File: config.mk
export PLATFORM = sky130hd
export DESIGN_NAME = MemoryBackend
export DESIGN_NICKNAME = d
export VERILOG_FILES = /design/src/verilog/MemBackendPkg.sv /design/src/verilog/QueueIf.sv /design/src/verilog/MemoryBackend.sv /design/src/verilog/CommandIssuer.sv /design/src/verilog/CommandQueue.sv /design/src/verilog/RequestSorter.sv
export SDC_FILE = /design/constraint.sdc
export NUM_CORES = 1
export LEC_CHECK = 0
export BUFFER_PORTS_ARGS = -buffer_cell sky130_fd_sc_hd__buf_2
export CORE_MARGIN = 5
export CORE_UTILIZATION = 34
export CTS_BUF_LIST = sky130_fd_sc_hd__clkbuf_4 sky130_fd_sc_hd__clkbuf_8
export DETAILED_ROUTE_END_ITERATION = 7
export SLEW_MARGIN = 20
export SYNTH_ARGS = -nofsm -noshare
export SYNTH_HDL_FRONTEND = slang
export SYNTH_SLANG_ARGS = --single-unit
File: constraint.sdc
create_clock -name clk -period 5.2 [get_ports clk]
set_input_delay 0.52 -clock clk [delete_from_list [all_inputs] [get_ports clk]]
set_output_delay 0.52 -clock clk [all_outputs]
set_load 0.01 [all_outputs]
File: src/verilog/MemBackendPkg.sv
package MemBackendPkg;

    // ------------------------------------------------------------
    // Field widths
    // ------------------------------------------------------------
    localparam int IdWidth   = 4;
    localparam int AddrWidth = 16;
    localparam int DataWidth = 32;

    // Command queue sizing, count must reach QueueDepth itself
    localparam int QueueDepth = 16;
    localparam int CountWidth = $clog2(QueueDepth + 1);

    // Channel mode thresholds on the write queue count
    localparam int WriteHighMark = 6;
    localparam int WriteLowMark  = 2;

    // Command spacing in clock cycles
    // Same kind back to back
    localparam int CmdGap  = 4;
    // Read to write or write to read turnaround
    localparam int TurnGap = 8;

    // ------------------------------------------------------------
    // Types
    // ------------------------------------------------------------
    typedef logic [IdWidth-1:0]    ReqId;
    typedef logic [AddrWidth-1:0]  MemAddr;
    typedef logic [DataWidth-1:0]  MemData;
    typedef logic [CountWidth-1:0] QueueCount;

    // Read command, 20 bits
    typedef struct packed {
        ReqId   id;
        MemAddr addr;
    } ReadEntry;

    // Write command carries its data along, 52 bits
    typedef struct packed {
        ReqId   id;
        MemAddr addr;
        MemData data;
    } WriteEntry;

    typedef enum logic {
        ModeRead  = 1'b0,
        ModeWrite = 1'b1
    } ChannelMode;

endpackage
File: src/verilog/QueueIf.sv
interface QueueIf #(
    parameter type Entry = logic
);
    import MemBackendPkg::*;

    // Producer side
    // Single-cycle strobe writes the entry at that edge
    logic push;
    Entry pushEntry;

    // Consumer side
    // Strobe removes the head at that edge
    logic pop;

    // Queue state seen by the consumer
    Entry      head;
    QueueCount count;

    modport producer (
        output push,
        output pushEntry
    );

    modport queue (
        input  push,
        input  pushEntry,
        input  pop,
        output head,
        output count
    );

    modport consumer (
        output pop,
        input  head,
        input  count
    );

endinterface

File: src/verilog/MemoryBackend.sv
module MemoryBackend (
    input  logic                      clk,
    input  logic                      rst,
    // Front-end request strobe and fields
    input  logic                      reqValid,
    input  logic                      reqWrite,
    input  MemBackendPkg::ReqId       reqId,
    input  MemBackendPkg::MemAddr     reqAddr,
    input  MemBackendPkg::MemData     reqData,
    // Command output
    output logic                      cmdValid,
    output logic                      cmdWrite,
    output MemBackendPkg::ReqId       cmdId,
    output MemBackendPkg::MemAddr     cmdAddr,
    output MemBackendPkg::MemData     cmdData,
    output MemBackendPkg::ChannelMode channelMode
);
    import MemBackendPkg::*;

    // ------------------------------------------------------------
    // Queue links, one per command kind
    // ------------------------------------------------------------
    QueueIf #(.Entry(ReadEntry))  readLink ();
    QueueIf #(.Entry(WriteEntry)) writeLink ();

    // Sorts strobed requests by kind
    RequestSorter sorterInst (
        .clk        (clk),
        .rst        (rst),
        .reqValid   (reqValid),
        .reqWrite   (reqWrite),
        .reqId      (reqId),
        .reqAddr    (reqAddr),
        .reqData    (reqData),
        .readQueue  (readLink.producer),
        .writeQueue (writeLink.producer)
    );

    CommandQueue #(.Entry(ReadEntry)) readQueueInst (
        .clk       (clk),
        .rst       (rst),
        .queueSide (readLink.queue)
    );

    CommandQueue #(.Entry(WriteEntry)) writeQueueInst (
        .clk       (clk),
        .rst       (rst),
        .queueSide (writeLink.queue)
    );

    // Mode policy, spacing and command register
    CommandIssuer issuerInst (
        .clk         (clk),
        .rst         (rst),
        .readQueue   (readLink.consumer),
        .writeQueue  (writeLink.consumer),
        .cmdValid    (cmdValid),
        .cmdWrite    (cmdWrite),
        .cmdId       (cmdId),
        .cmdAddr     (cmdAddr),
        .cmdData     (cmdData),
        .channelMode (channelMode)
    );

endmodule

File: src/verilog/CommandIssuer.sv
module CommandIssuer (
    input  logic                      clk,
    input  logic                      rst,
    QueueIf.consumer                  readQueue,
    QueueIf.consumer                  writeQueue,
    output logic                      cmdValid,
    output logic                      cmdWrite,
    output MemBackendPkg::ReqId       cmdId,
    output MemBackendPkg::MemAddr     cmdAddr,
    output MemBackendPkg::MemData     cmdData,
    output MemBackendPkg::ChannelMode channelMode
);
    import MemBackendPkg::*;

    // Timer wide enough for the longer of the two gaps
    typedef logic [$clog2(TurnGap + 1)-1:0] GapCount;

    ChannelMode mode;
    GapCount    gapTimer;

    logic readsWaiting;
    logic writesWaiting;
    logic gapExpired;
    logic switchMode;
    logic issueRead;
    logic issueWrite;

    // ------------------------------------------------------------
    // Queue status
    // ------------------------------------------------------------
    assign readsWaiting  = readQueue.count != '0;
    assign writesWaiting = writeQueue.count != '0;
    assign gapExpired    = gapTimer == '0;

    // ------------------------------------------------------------
    // Mode change policy, reads have priority
    // ------------------------------------------------------------
    always_comb begin
        switchMode = 1'b0;
        if (mode == ModeRead) begin
            // Give way when reads are gone or writes pile up
            switchMode = writesWaiting &&
                         (!readsWaiting || writeQueue.count > WriteHighMark);
        end else begin
            // Back to reads once writes drain or fall to the low mark
            switchMode = readsWaiting &&
                         (!writesWaiting || writeQueue.count <= WriteLowMark);
        end
    end

    // Issue only from the current mode's queue and never on a switch cycle
    assign issueRead  = gapExpired && !switchMode && mode == ModeRead && readsWaiting;
    assign issueWrite = gapExpired && !switchMode && mode == ModeWrite && writesWaiting;

    // Pop removes the head at the same edge the command is registered
    assign readQueue.pop  = issueRead;
    assign writeQueue.pop = issueWrite;

    // ------------------------------------------------------------
    // Mode register and gap timer
    // ------------------------------------------------------------
    always_ff @(posedge clk or negedge rst) begin
        if (!rst) begin
            mode     <= ModeRead;
            gapTimer <= '0;
        end else if (switchMode) begin
            mode     <= (mode == ModeRead) ? ModeWrite : ModeRead;
            // Turnaround counts from the switch, which is after the last command
            gapTimer <= GapCount'(TurnGap);
        end else if (issueRead || issueWrite) begin
            gapTimer <= GapCount'(CmdGap);
        end else if (!gapExpired) begin
            gapTimer <= gapTimer - 1'b1;
        end
    end

    // ------------------------------------------------------------
    // Command output
    // ------------------------------------------------------------
    // One-cycle strobe per popped entry
    always_ff @(posedge clk or negedge rst) begin
        if (!rst) begin
            cmdValid <= 1'b0;
        end else begin
            cmdValid <= issueRead || issueWrite;
        end
    end

    // Command fields held until the next issue
    always_ff @(posedge clk) begin
        if (issueRead) begin
            cmdWrite <= 1'b0;
            cmdId    <= readQueue.head.id;
            cmdAddr  <= readQueue.head.addr;
            // Reads carry no data
            cmdData  <= '0;
        end else if (issueWrite) begin
            cmdWrite <= 1'b1;
            cmdId    <= writeQueue.head.id;
            cmdAddr  <= writeQueue.head.addr;
            cmdData  <= writeQueue.head.data;
        end
    end

    assign channelMode = mode;

endmodule

File: src/verilog/CommandQueue.sv
module CommandQueue #(
    parameter type Entry = logic
) (
    input logic   clk,
    input logic   rst,
    QueueIf.queue queueSide
);
    import MemBackendPkg::*;

    typedef logic [$clog2(QueueDepth)-1:0] QueuePtr;

    // Circular storage
    Entry storage [QueueDepth];

    QueuePtr   wrPtr;
    QueuePtr   rdPtr;
    QueueCount occupancy;

    // Advance a pointer with wrap at the last slot
    function automatic QueuePtr nextPtr(input QueuePtr ptr);
        QueuePtr result;
        if (ptr == QueuePtr'(QueueDepth - 1)) begin
            result = '0;
        end else begin
            result = ptr + 1'b1;
        end
        return result;
    endfunction

    // ------------------------------------------------------------
    // Storage write
    // ------------------------------------------------------------
    always_ff @(posedge clk) begin
        if (queueSide.push) begin
            storage[wrPtr] <= queueSide.pushEntry;
        end
    end

    // ------------------------------------------------------------
    // Pointers and occupancy
    // ------------------------------------------------------------
    always_ff @(posedge clk or negedge rst) begin
        if (!rst) begin
            wrPtr     <= '0;
            rdPtr     <= '0;
            occupancy <= '0;
        end else begin
            if (queueSide.push) begin
                wrPtr <= nextPtr(wrPtr);
            end
            if (queueSide.pop) begin
                rdPtr <= nextPtr(rdPtr);
            end
            // Push and pop together leave the count as is
            case ({queueSide.push, queueSide.pop})
                2'b10:   occupancy <= occupancy + 1'b1;
                2'b01:   occupancy <= occupancy - 1'b1;
                default: occupancy <= occupancy;
            endcase
        end
    end

    // Head straight from storage, valid whenever count is nonzero
    assign queueSide.head  = storage[rdPtr];
    assign queueSide.count = occupancy;

endmodule

File: src/verilog/RequestSorter.sv
module RequestSorter (
    input  logic                   clk,
    input  logic                   rst,
    input  logic                   reqValid,
    input  logic                   reqWrite,
    input  MemBackendPkg::ReqId    reqId,
    input  MemBackendPkg::MemAddr  reqAddr,
    input  MemBackendPkg::MemData  reqData,
    QueueIf.producer               readQueue,
    QueueIf.producer               writeQueue
);
    import MemBackendPkg::*;

    ReadEntry  readNext;
    WriteEntry writeNext;

    // Build both entry forms from the request fields
    always_comb begin
        readNext.id    = reqId;
        readNext.addr  = reqAddr;
        writeNext.id   = reqId;
        writeNext.addr = reqAddr;
        writeNext.data = reqData;
    end

    // ------------------------------------------------------------
    // Push strobes, one cycle after the request strobe
    // ------------------------------------------------------------
    always_ff @(posedge clk or negedge rst) begin
        if (!rst) begin
            readQueue.push  <= 1'b0;
            writeQueue.push <= 1'b0;
        end else begin
            // Exactly one queue takes a strobed request
            readQueue.push  <= reqValid && !reqWrite;
            writeQueue.push <= reqValid && reqWrite;
        end
    end

    // Entry payload, only meaningful alongside its push strobe
    always_ff @(posedge clk) begin
        if (reqValid) begin
            readQueue.pushEntry  <= readNext;
            writeQueue.pushEntry <= writeNext;
        end
    end

endmodule

==> results of run 1 <==
-- flip-flops by register name, indices dropped and copies added, names as in the netlist --
name / cells
issuerInst.gapTimer: 4
readQueueInst.wrPtr: 4
sorterInst.readQueue.pushEntry: 20
issuerInst.cmdWrite: 1
writeQueueInst.rdPtr: 4
writeQueueInst.storage: 832
sorterInst.writeQueue.pushEntry: 32
issuerInst.channelMode: 1
writeQueueInst.wrPtr: 4
issuerInst.cmdValid: 1
issuerInst.cmdData: 32
readQueueInst.queueSide.count: 5
writeQueueInst.queueSide.count: 5
issuerInst.cmdAddr: 16
issuerInst.cmdId: 4
sorterInst.writeQueue.push: 1
readQueueInst.storage: 320
sorterInst.readQueue.push: 1
readQueueInst.rdPtr: 4
-- area by class of cell --
cell class | instances | area [um^2]
antenna | 1 | 2.50
sequential | 1291 | 38300
fill | 12674 | 86800
clock buffer | 276 | 3340
tap | 1903 | 2380
inverter | 17 | 63.8
clock inverter | 72 | 382
multi-input combinational | 780 | 10000
timing repair buffer | 242 | 1850
-- path summary, 6_finish.rpt --
kind                                             start                             endpoint  cells past startpoint
worst max-delay path            issuerInst.gapTimer[0]    writeQueueInst.queueSide.count[4]                     14
worst min-delay path                          reqValid  sorterInst.writeQueue.pushEntry[10]                      1
worst max register to register  issuerInst.gapTimer[0]    writeQueueInst.queueSide.count[4]                     14
worst min register to register   issuerInst.cmdData[8]                issuerInst.cmdData[8]                      1
max in group asynchronous                          rst              writeQueueInst.rdPtr[1]                      2
min in group asynchronous                          rst     readQueueInst.queueSide.count[4]                      2
-- layout by cell type, fill, tap and decap left out, drive strengths merged, types with 3 or more instances in the layout --
| cell | count |
|---|---|
| dfxtp | 33 |
| edfxtp | 1224 |
| nand2 | 80 |
| or2 | 3 |
| dfrtp | 34 |
| o221ai | 20 |
| inv | 17 |
| a2111oi | 3 |
| nor2b | 7 |
| clkinvlp | 9 |
| nor3b | 6 |
| nor2 | 34 |
| and2 | 3 |
| nand2b | 10 |
| o21ai | 21 |
| mux2i | 27 |
| a21o | 3 |
| dlygate4sd3 | 54 |
| xnor2 | 10 |
| a31o | 31 |
| xor2 | 9 |
| ha | 20 |
| and4 | 20 |
| a31oi | 6 |
| a22oi | 60 |
| nor3 | 11 |
| mux4 | 283 |
| o22a | 21 |
| clkinv | 61 |
| a21oi | 44 |
| nand3 | 6 |
| clkbuf | 276 |
| nand4 | 3 |
| a221oi | 20 |
| buf | 188 |
-- through the flow --
step                utilization  area, um^2
detailed placement        0.362       51900
global route              0.393       56300
CTS                       0.392       56100
global placement          0.362       51800
finish                    0.393       56300
floorplan                     -       48800
-- cells by family (layout without fill, tap and decap cells) --
group,after synthesis,count (layout),share of synthesized area
simple gates,187,187,0.0193
compound gates,241,241,0.0362
buf+inv,142,607,0.0148
fa+ha+maj,21,21,0.00554
flops,1291,1291,0.784
other cells,0,1,0
xor+xnor,19,19,0.00341
mux,312,312,0.137
-- power breakdown --
| group | switching [uW] | internal [uW] | leakage [uW] |
|---|---|---|---|
| clock network | 3760 | 4200 | 0.00196 |
| logic | 2770 | 2610 | 0.00398 |
| registers | 980 | 12300 | 0.0118 |
| total | 7520 | 19100 | 0.0177 |
-- per-layer routing --
metal | share of wire | vias up | global-route usage | wire (um)
li1 | - | 9959 | - | -
met1 | 0.42 | 12614 | 0.206 | 48200
met2 | 0.49 | 861 | 0.243 | 56100
met3 | 0.064 | 164 | 0.0257 | 7350
met4 | 0.021 | 0 | 0.0476 | 2450
met5 | 0 | - | 0 | 0
==> impl_metrics.json, run 1 <==
{
  "power_uw": 26600,
  "rsz0062_at_grt": "false",
  "synth-edff-count": 1224,
  "hold_viol": 0,
  "die_h_um": 389,
  "clock-sinks": 1291,
  "antenna_found_initial": 4,
  "nets": 2596,
  "regToRegSetupSlack_ns": 1.73,
  "initial_core_util": 0.341,
  "yosysSeqAreaShare": 0.784,
  "hp-class": "in -> reg",
  "path_class": "reg -> reg",
  "max_slew_margin": 0.256,
  "holdBufCountCts": 54,
  "dieArea_um2": 151000,
  "path_clk_slew_ns": 0.07,
  "synth_area_per_cell_um2": 22.1,
  "critical_path.max_fanout": 25,
  "cpMaxStageDelayCell": "fa_1",
  "tightest_slew_ns": 1.12,
  "skew_ns": 0.0266,
  "yosys_warnings": 0,
  "netlist_top_cells_area": "edfxtp_1 75%, mux4_2 13%, dfrtp_1 1.7%",
  "final_max_slew_viol_count": 0,
  "pre_cts_ws_ns": 1.72,
  "htreeDepth": 4,
  "clock_latency_ns": 0.86,
  "maxCapViolCount": 0,
  "setup_ws_ns": 1.73,
  "hpwl_mm": 62.7,
  "finalCritPeriodShare": 0.667,
  "synth_common_cells": "1224 x edfxtp_1, 283 x mux4_2, 80 x nand2_1, 60 x a22oi_1, 55 x clkbuf_1",
  "yosysMostFrequentCell": "edfxtp_1",
  "cts_tree": "yes",
  "whs_ns": 0.323,
  "final_cells": 4582,
  "synthDistinctLibCells": 55,
  "area_growth_pct": 15.4,
  "synth.top_cell.area_share": 0.753,
  "postRouteAntennaNets": 0,
  "drt_iter0_drc": 2061,
  "vias": 23598,
  "cpPeakStageDelay_ns": 0.41,
  "cp_cell_sequence": "inv_1, ha_1, nor3b_2, nand2_1, a31o_4, inv_2, ha_1, inv_1, fa_1, nor2b_1, o21ai_0, and3_1, nor3_1, xor2_1",
  "dr.pass1.iters": 5,
  "coreArea_um2": 143000,
  "end_kind": "register",
  "critPathTopFamily": "simple AND/OR/NAND/NOR gates",
  "power.density_nw_per_um2": 472,
  "ir_drop_mv": 0.284,
  "status": "completed",
  "grt_pass1_vias": 24868,
  "rows": 139,
  "grt_first_pass_wirelength_mm": 167,
  "syn_nets": 2290,
  "cts.path.max_buffers": 3,
  "grt_usage": 0.149,
  "max_freq_ghz": 0.288,
  "synth_area_leader_cell": "edfxtp_1",
  "drive_gt1_frac": 0.310,
  "setup_viol": 0,
  "wire_per_inst_um": 24.9,
  "cts_setup_buffers": 0,
  "gr-total-overflow": 0,
  "ys.flop_type": "edfxtp_1",
  "pin_count": 111,
  "cts_inserted_buffers": 187,
  "drc": 0,
  "ys_ff_latch": 1291,
  "synth.cell_area_um2": 48800,
  "port_buffers": 110,
  "crit_required_ns": 5.98,
  "vias_per_cell": 5.15,
  "synthCells": 2213,
  "postCtsResizedCells": 0,
  "start_kind": "register",
  "leakage_uw": 0.0177,
  "finalSetupTns_ns": 0,
  "min_period_ns": 3.47,
  "grt_start_max_net_pins": 75,
  "wl_mm": 114,
  "synthArstFlopShare": 0.0263,
  "cp.buffers_inverters": 3,
  "root_buffer": "clkbuf_8",
  "post-place-cells": 4168,
  "place_congestion": 0.746,
  "die_x_um": 389,
  "critPathArrivalTime_ns": 4.25
}
Note: power is estimated with default switching activity, not from simulation.
==> inputs of run 2 (changes only) <==
- ABC_AREA: unset -> 1
- clock period: 5.2 -> 3.4 ns (I/O delays scaled with it)
==> run 2 against run 1 <==
Design area grew 4.8%. Highest routed layer unchanged. Synthesized cell count grew 80%. Via count grew 34%. Cell count grew 38%. Clock skew grew 0.015 ns. Clock-buffer cell count grew 14. Synthesized area grew 3.9%. Power grew 71%. Largest power group unchanged. Clock power grew 77%. Register-to-register slack lost 1.1 ns. Hold slack lost 0.15 ns.
==> impl_metrics.json, run 2 <==
{
  "final_cells": 6342,
  "root_buffer": "clkbuf_8",
  "grt_start_max_net_pins": 174,
  "synth_area_per_cell_um2": 12.7,
  "cts.path.max_buffers": 3,
  "yosysSeqAreaShare": 0.755,
  "syn_nets": 4068,
  "rsz0062_at_grt": "false",
  "dieArea_um2": 157000,
  "postRouteAntennaNets": 0,
  "cts_inserted_buffers": 206,
  "finalSetupTns_ns": 0,
  "finalCritPeriodShare": 0.809,
  "grt_first_pass_wirelength_mm": 193,
  "regMostFlops": "writeQueueInst.storage",
  "grt_usage": 0.160,
  "ff2ff_path_depth": 15,
  "synthCells": 3991,
  "timing.rr.start": "issuerInst.gapTimer[0]",
  "tightest_slew_ns": 1.09,
  "antenna_found_initial": 2,
  "port_buffers": 110,
  "maxCapViolCount": 0,
  "leakage_uw": 0.0199,
  "vias_per_cell": 5.00,
  "path_depth": 15,
  "synth.top_cell.area_share": 0.725,
  "power.density_nw_per_um2": 771,
  "die_x_um": 396,
  "drt_iter0_drc": 2981,
  "ir_drop_mv": 0.535,
  "final_area_um2": 59000,
  "wire_per_inst_um": 20.3,
  "hold_viol": 0,
  "regToRegSetupSlack_ns": 0.65,
  "coreArea_um2": 148000,
  "place_congestion": 0.757,
  "multiInputGateArea_um2": 11100,
  "cp-startpoint": "issuerInst.gapTimer[0]",
  "clock_latency_ns": 0.88,
  "fill_cells": 13791,
  "cts_tree": "yes",
  "clock-sinks": 1291,
  "cp.buffers_inverters": 3,
  "largestRegisters": "writeQueueInst.storage (832), readQueueInst.storage (320)",
  "crit_required_ns": 4.14,
  "postCtsResizedCells": 0,
  "nets": 4310,
  "critPathTopFamily": "simple AND/OR/NAND/NOR gates",
  "start_kind": "register",
  "seqCellArea_um2": 38300,
  "pin_count": 111,
  "area_growth_pct": 16.4,
  "hp-class": "in -> reg",
  "rows": 141,
  "critPathArrivalTime_ns": 3.49,
  "hpwl_mm": 67.1,
  "yosysMostFrequentCell": "edfxtp_1",
  "layout_commonest_cell": "edfxtp_1",
  "dr.pass1.iters": 5,
  "final_max_slew_viol_count": 0,
  "post-place-cells": 5884,
  "ys_ff_latch": 1291,
  "die_h_um": 396,
  "vias": 31681,
  "wl_mm": 129,
  "critical_path.max_fanout": 7,
  "status": "completed",
  "gr-total-overflow": 0,
  "max_freq_ghz": 0.364,
  "synthDistinctLibCells": 33,
  "end_kind": "register",
  "ys.flop_type": "edfxtp_1",
  "drc": 0,
  "synth_common_cells": "1224 x edfxtp_1, 933 x nor2_1, 588 x o21ai_0, 339 x nand2_1, 146 x o211ai_1",
  "cpPeakStageDelay_ns": 0.40,
  "synth-edff-count": 1224,
  "htreeDepth": 4,
  "skew_ns": 0.0418,
  "critPathCapture": "writeQueueInst.queueSide.count[4]",
  "setup_viol": 0,
  "drive_gt1_frac": 0.140,
  "cp_cell_sequence": "inv_1, ha_1, nor3b_4, nand2_1, nor2_4, ha_1, inv_1, fa_1, inv_1, nand2_1, a21oi_1, nor2_1, nand2_1, nand3_1, xnor2_1",
  "min_period_ns": 2.75,
  "final_cell_mix": "1224 x edfxtp_1, 900 x nor2_1, 588 x o21ai_0",
  "yosys_warnings": 0,
  "placed_cell_area_um2": 53800,
  "path_class": "reg -> reg",
  "initial_core_util": 0.342,
  "synth_area_leader_cell": "edfxtp_1",
  "cpMaxStageDelayCell": "dfrtp_1",
  "rr_endpoint": "writeQueueInst.queueSide.count[4]",
  "max_slew_margin": 0.273,
  "largest_reg_flops": 832,
  "synthArstFlopShare": 0.0263,
  "path_clk_slew_ns": 0.08,
  "grt_pass1_vias": 30995,
  "power_uw": 45500,
  "netlist_top_cells_area": "edfxtp_1 73%, nor2_1 6.9%, o21ai_0 5.8%",
  "synth.cell_area_um2": 50700
}
## run 2: routing by layer
layer | global-route usage | up-vias | share of wire
met5 | 0 | - | 0
met4 | 0.0501 | 0 | 0.024
met3 | 0.0286 | 221 | 0.065
met2 | 0.267 | 1055 | 0.48
met1 | 0.214 | 15541 | 0.43
li1 | - | 14864 | -
## run 2: kinds of logic after synthesis
kind of cell    after synthesis  share of synthesized area
compound gates              924                     0.0995
xor+xnor                     14                    0.00242
fa+ha+maj                    21                    0.00533
buf+inv                     324                     0.0287
flops                      1291                      0.755
simple gates               1417                      0.109
## run 2: worst min-delay path by stage
stage / from / end / slack (ns) / depth (start not counted)
6_report: reqData[25] / sorterInst.writeQueue.pushEntry[25] / 0.17 / 2
4_1_cts: reqData[9] / sorterInst.writeQueue.pushEntry[9] / 0.07 / 2
5_1_grt: reqData[25] / sorterInst.writeQueue.pushEntry[25] / 0.11 / 2
3_5_place_dp: writeQueueInst.queueSide.count[4] / writeQueueInst.queueSide.count[4] / 0.49 / 1
2_1_floorplan: rst / issuerInst.channelMode / 0.04 / 0
3_3_place_gp: writeQueueInst.queueSide.count[4] / writeQueueInst.queueSide.count[4] / 0.48 / 1
## run 2: layout make-up
cell class | count | share of cell area
Tap cell | 1930 | 0.0409
Timing Repair Buffer | 280 | 0.0411
Multi-Input combinational cell | 2376 | 0.189
Clock buffer | 290 | 0.0604
Antenna cell | 2 | 0.0000848
Inverter | 78 | 0.00513
Sequential cell | 1291 | 0.649
Clock inverter | 95 | 0.0148
## run 2: through the flow
stage	setup slack [ns]	hold WS, ns	utilization
3_5_place_dp	0.668	0.489	0.363
3_3_place_gp	0.774	0.485	0.363
4_1_cts	0.672	0.0693	0.397
6_report	0.651	0.169	0.399
5_1_grt	0.426	0.109	0.399
2_1_floorplan	0.00767	0.0444	-
## run 2: where the power goes
group          internal (uW)  leakage, uW  switching [uW]
sequential             18800       0.0118            1050
combinational           3660      0.00580            7950
clock                   7880      0.00233            6190
total                  30300       0.0199           15200
## run 2: repair_timing
action / in CTS / in global routing
buffers inserted: 0 / 0
hold buffers: 56 / 0
hold endpoints to repair: 112 / 0
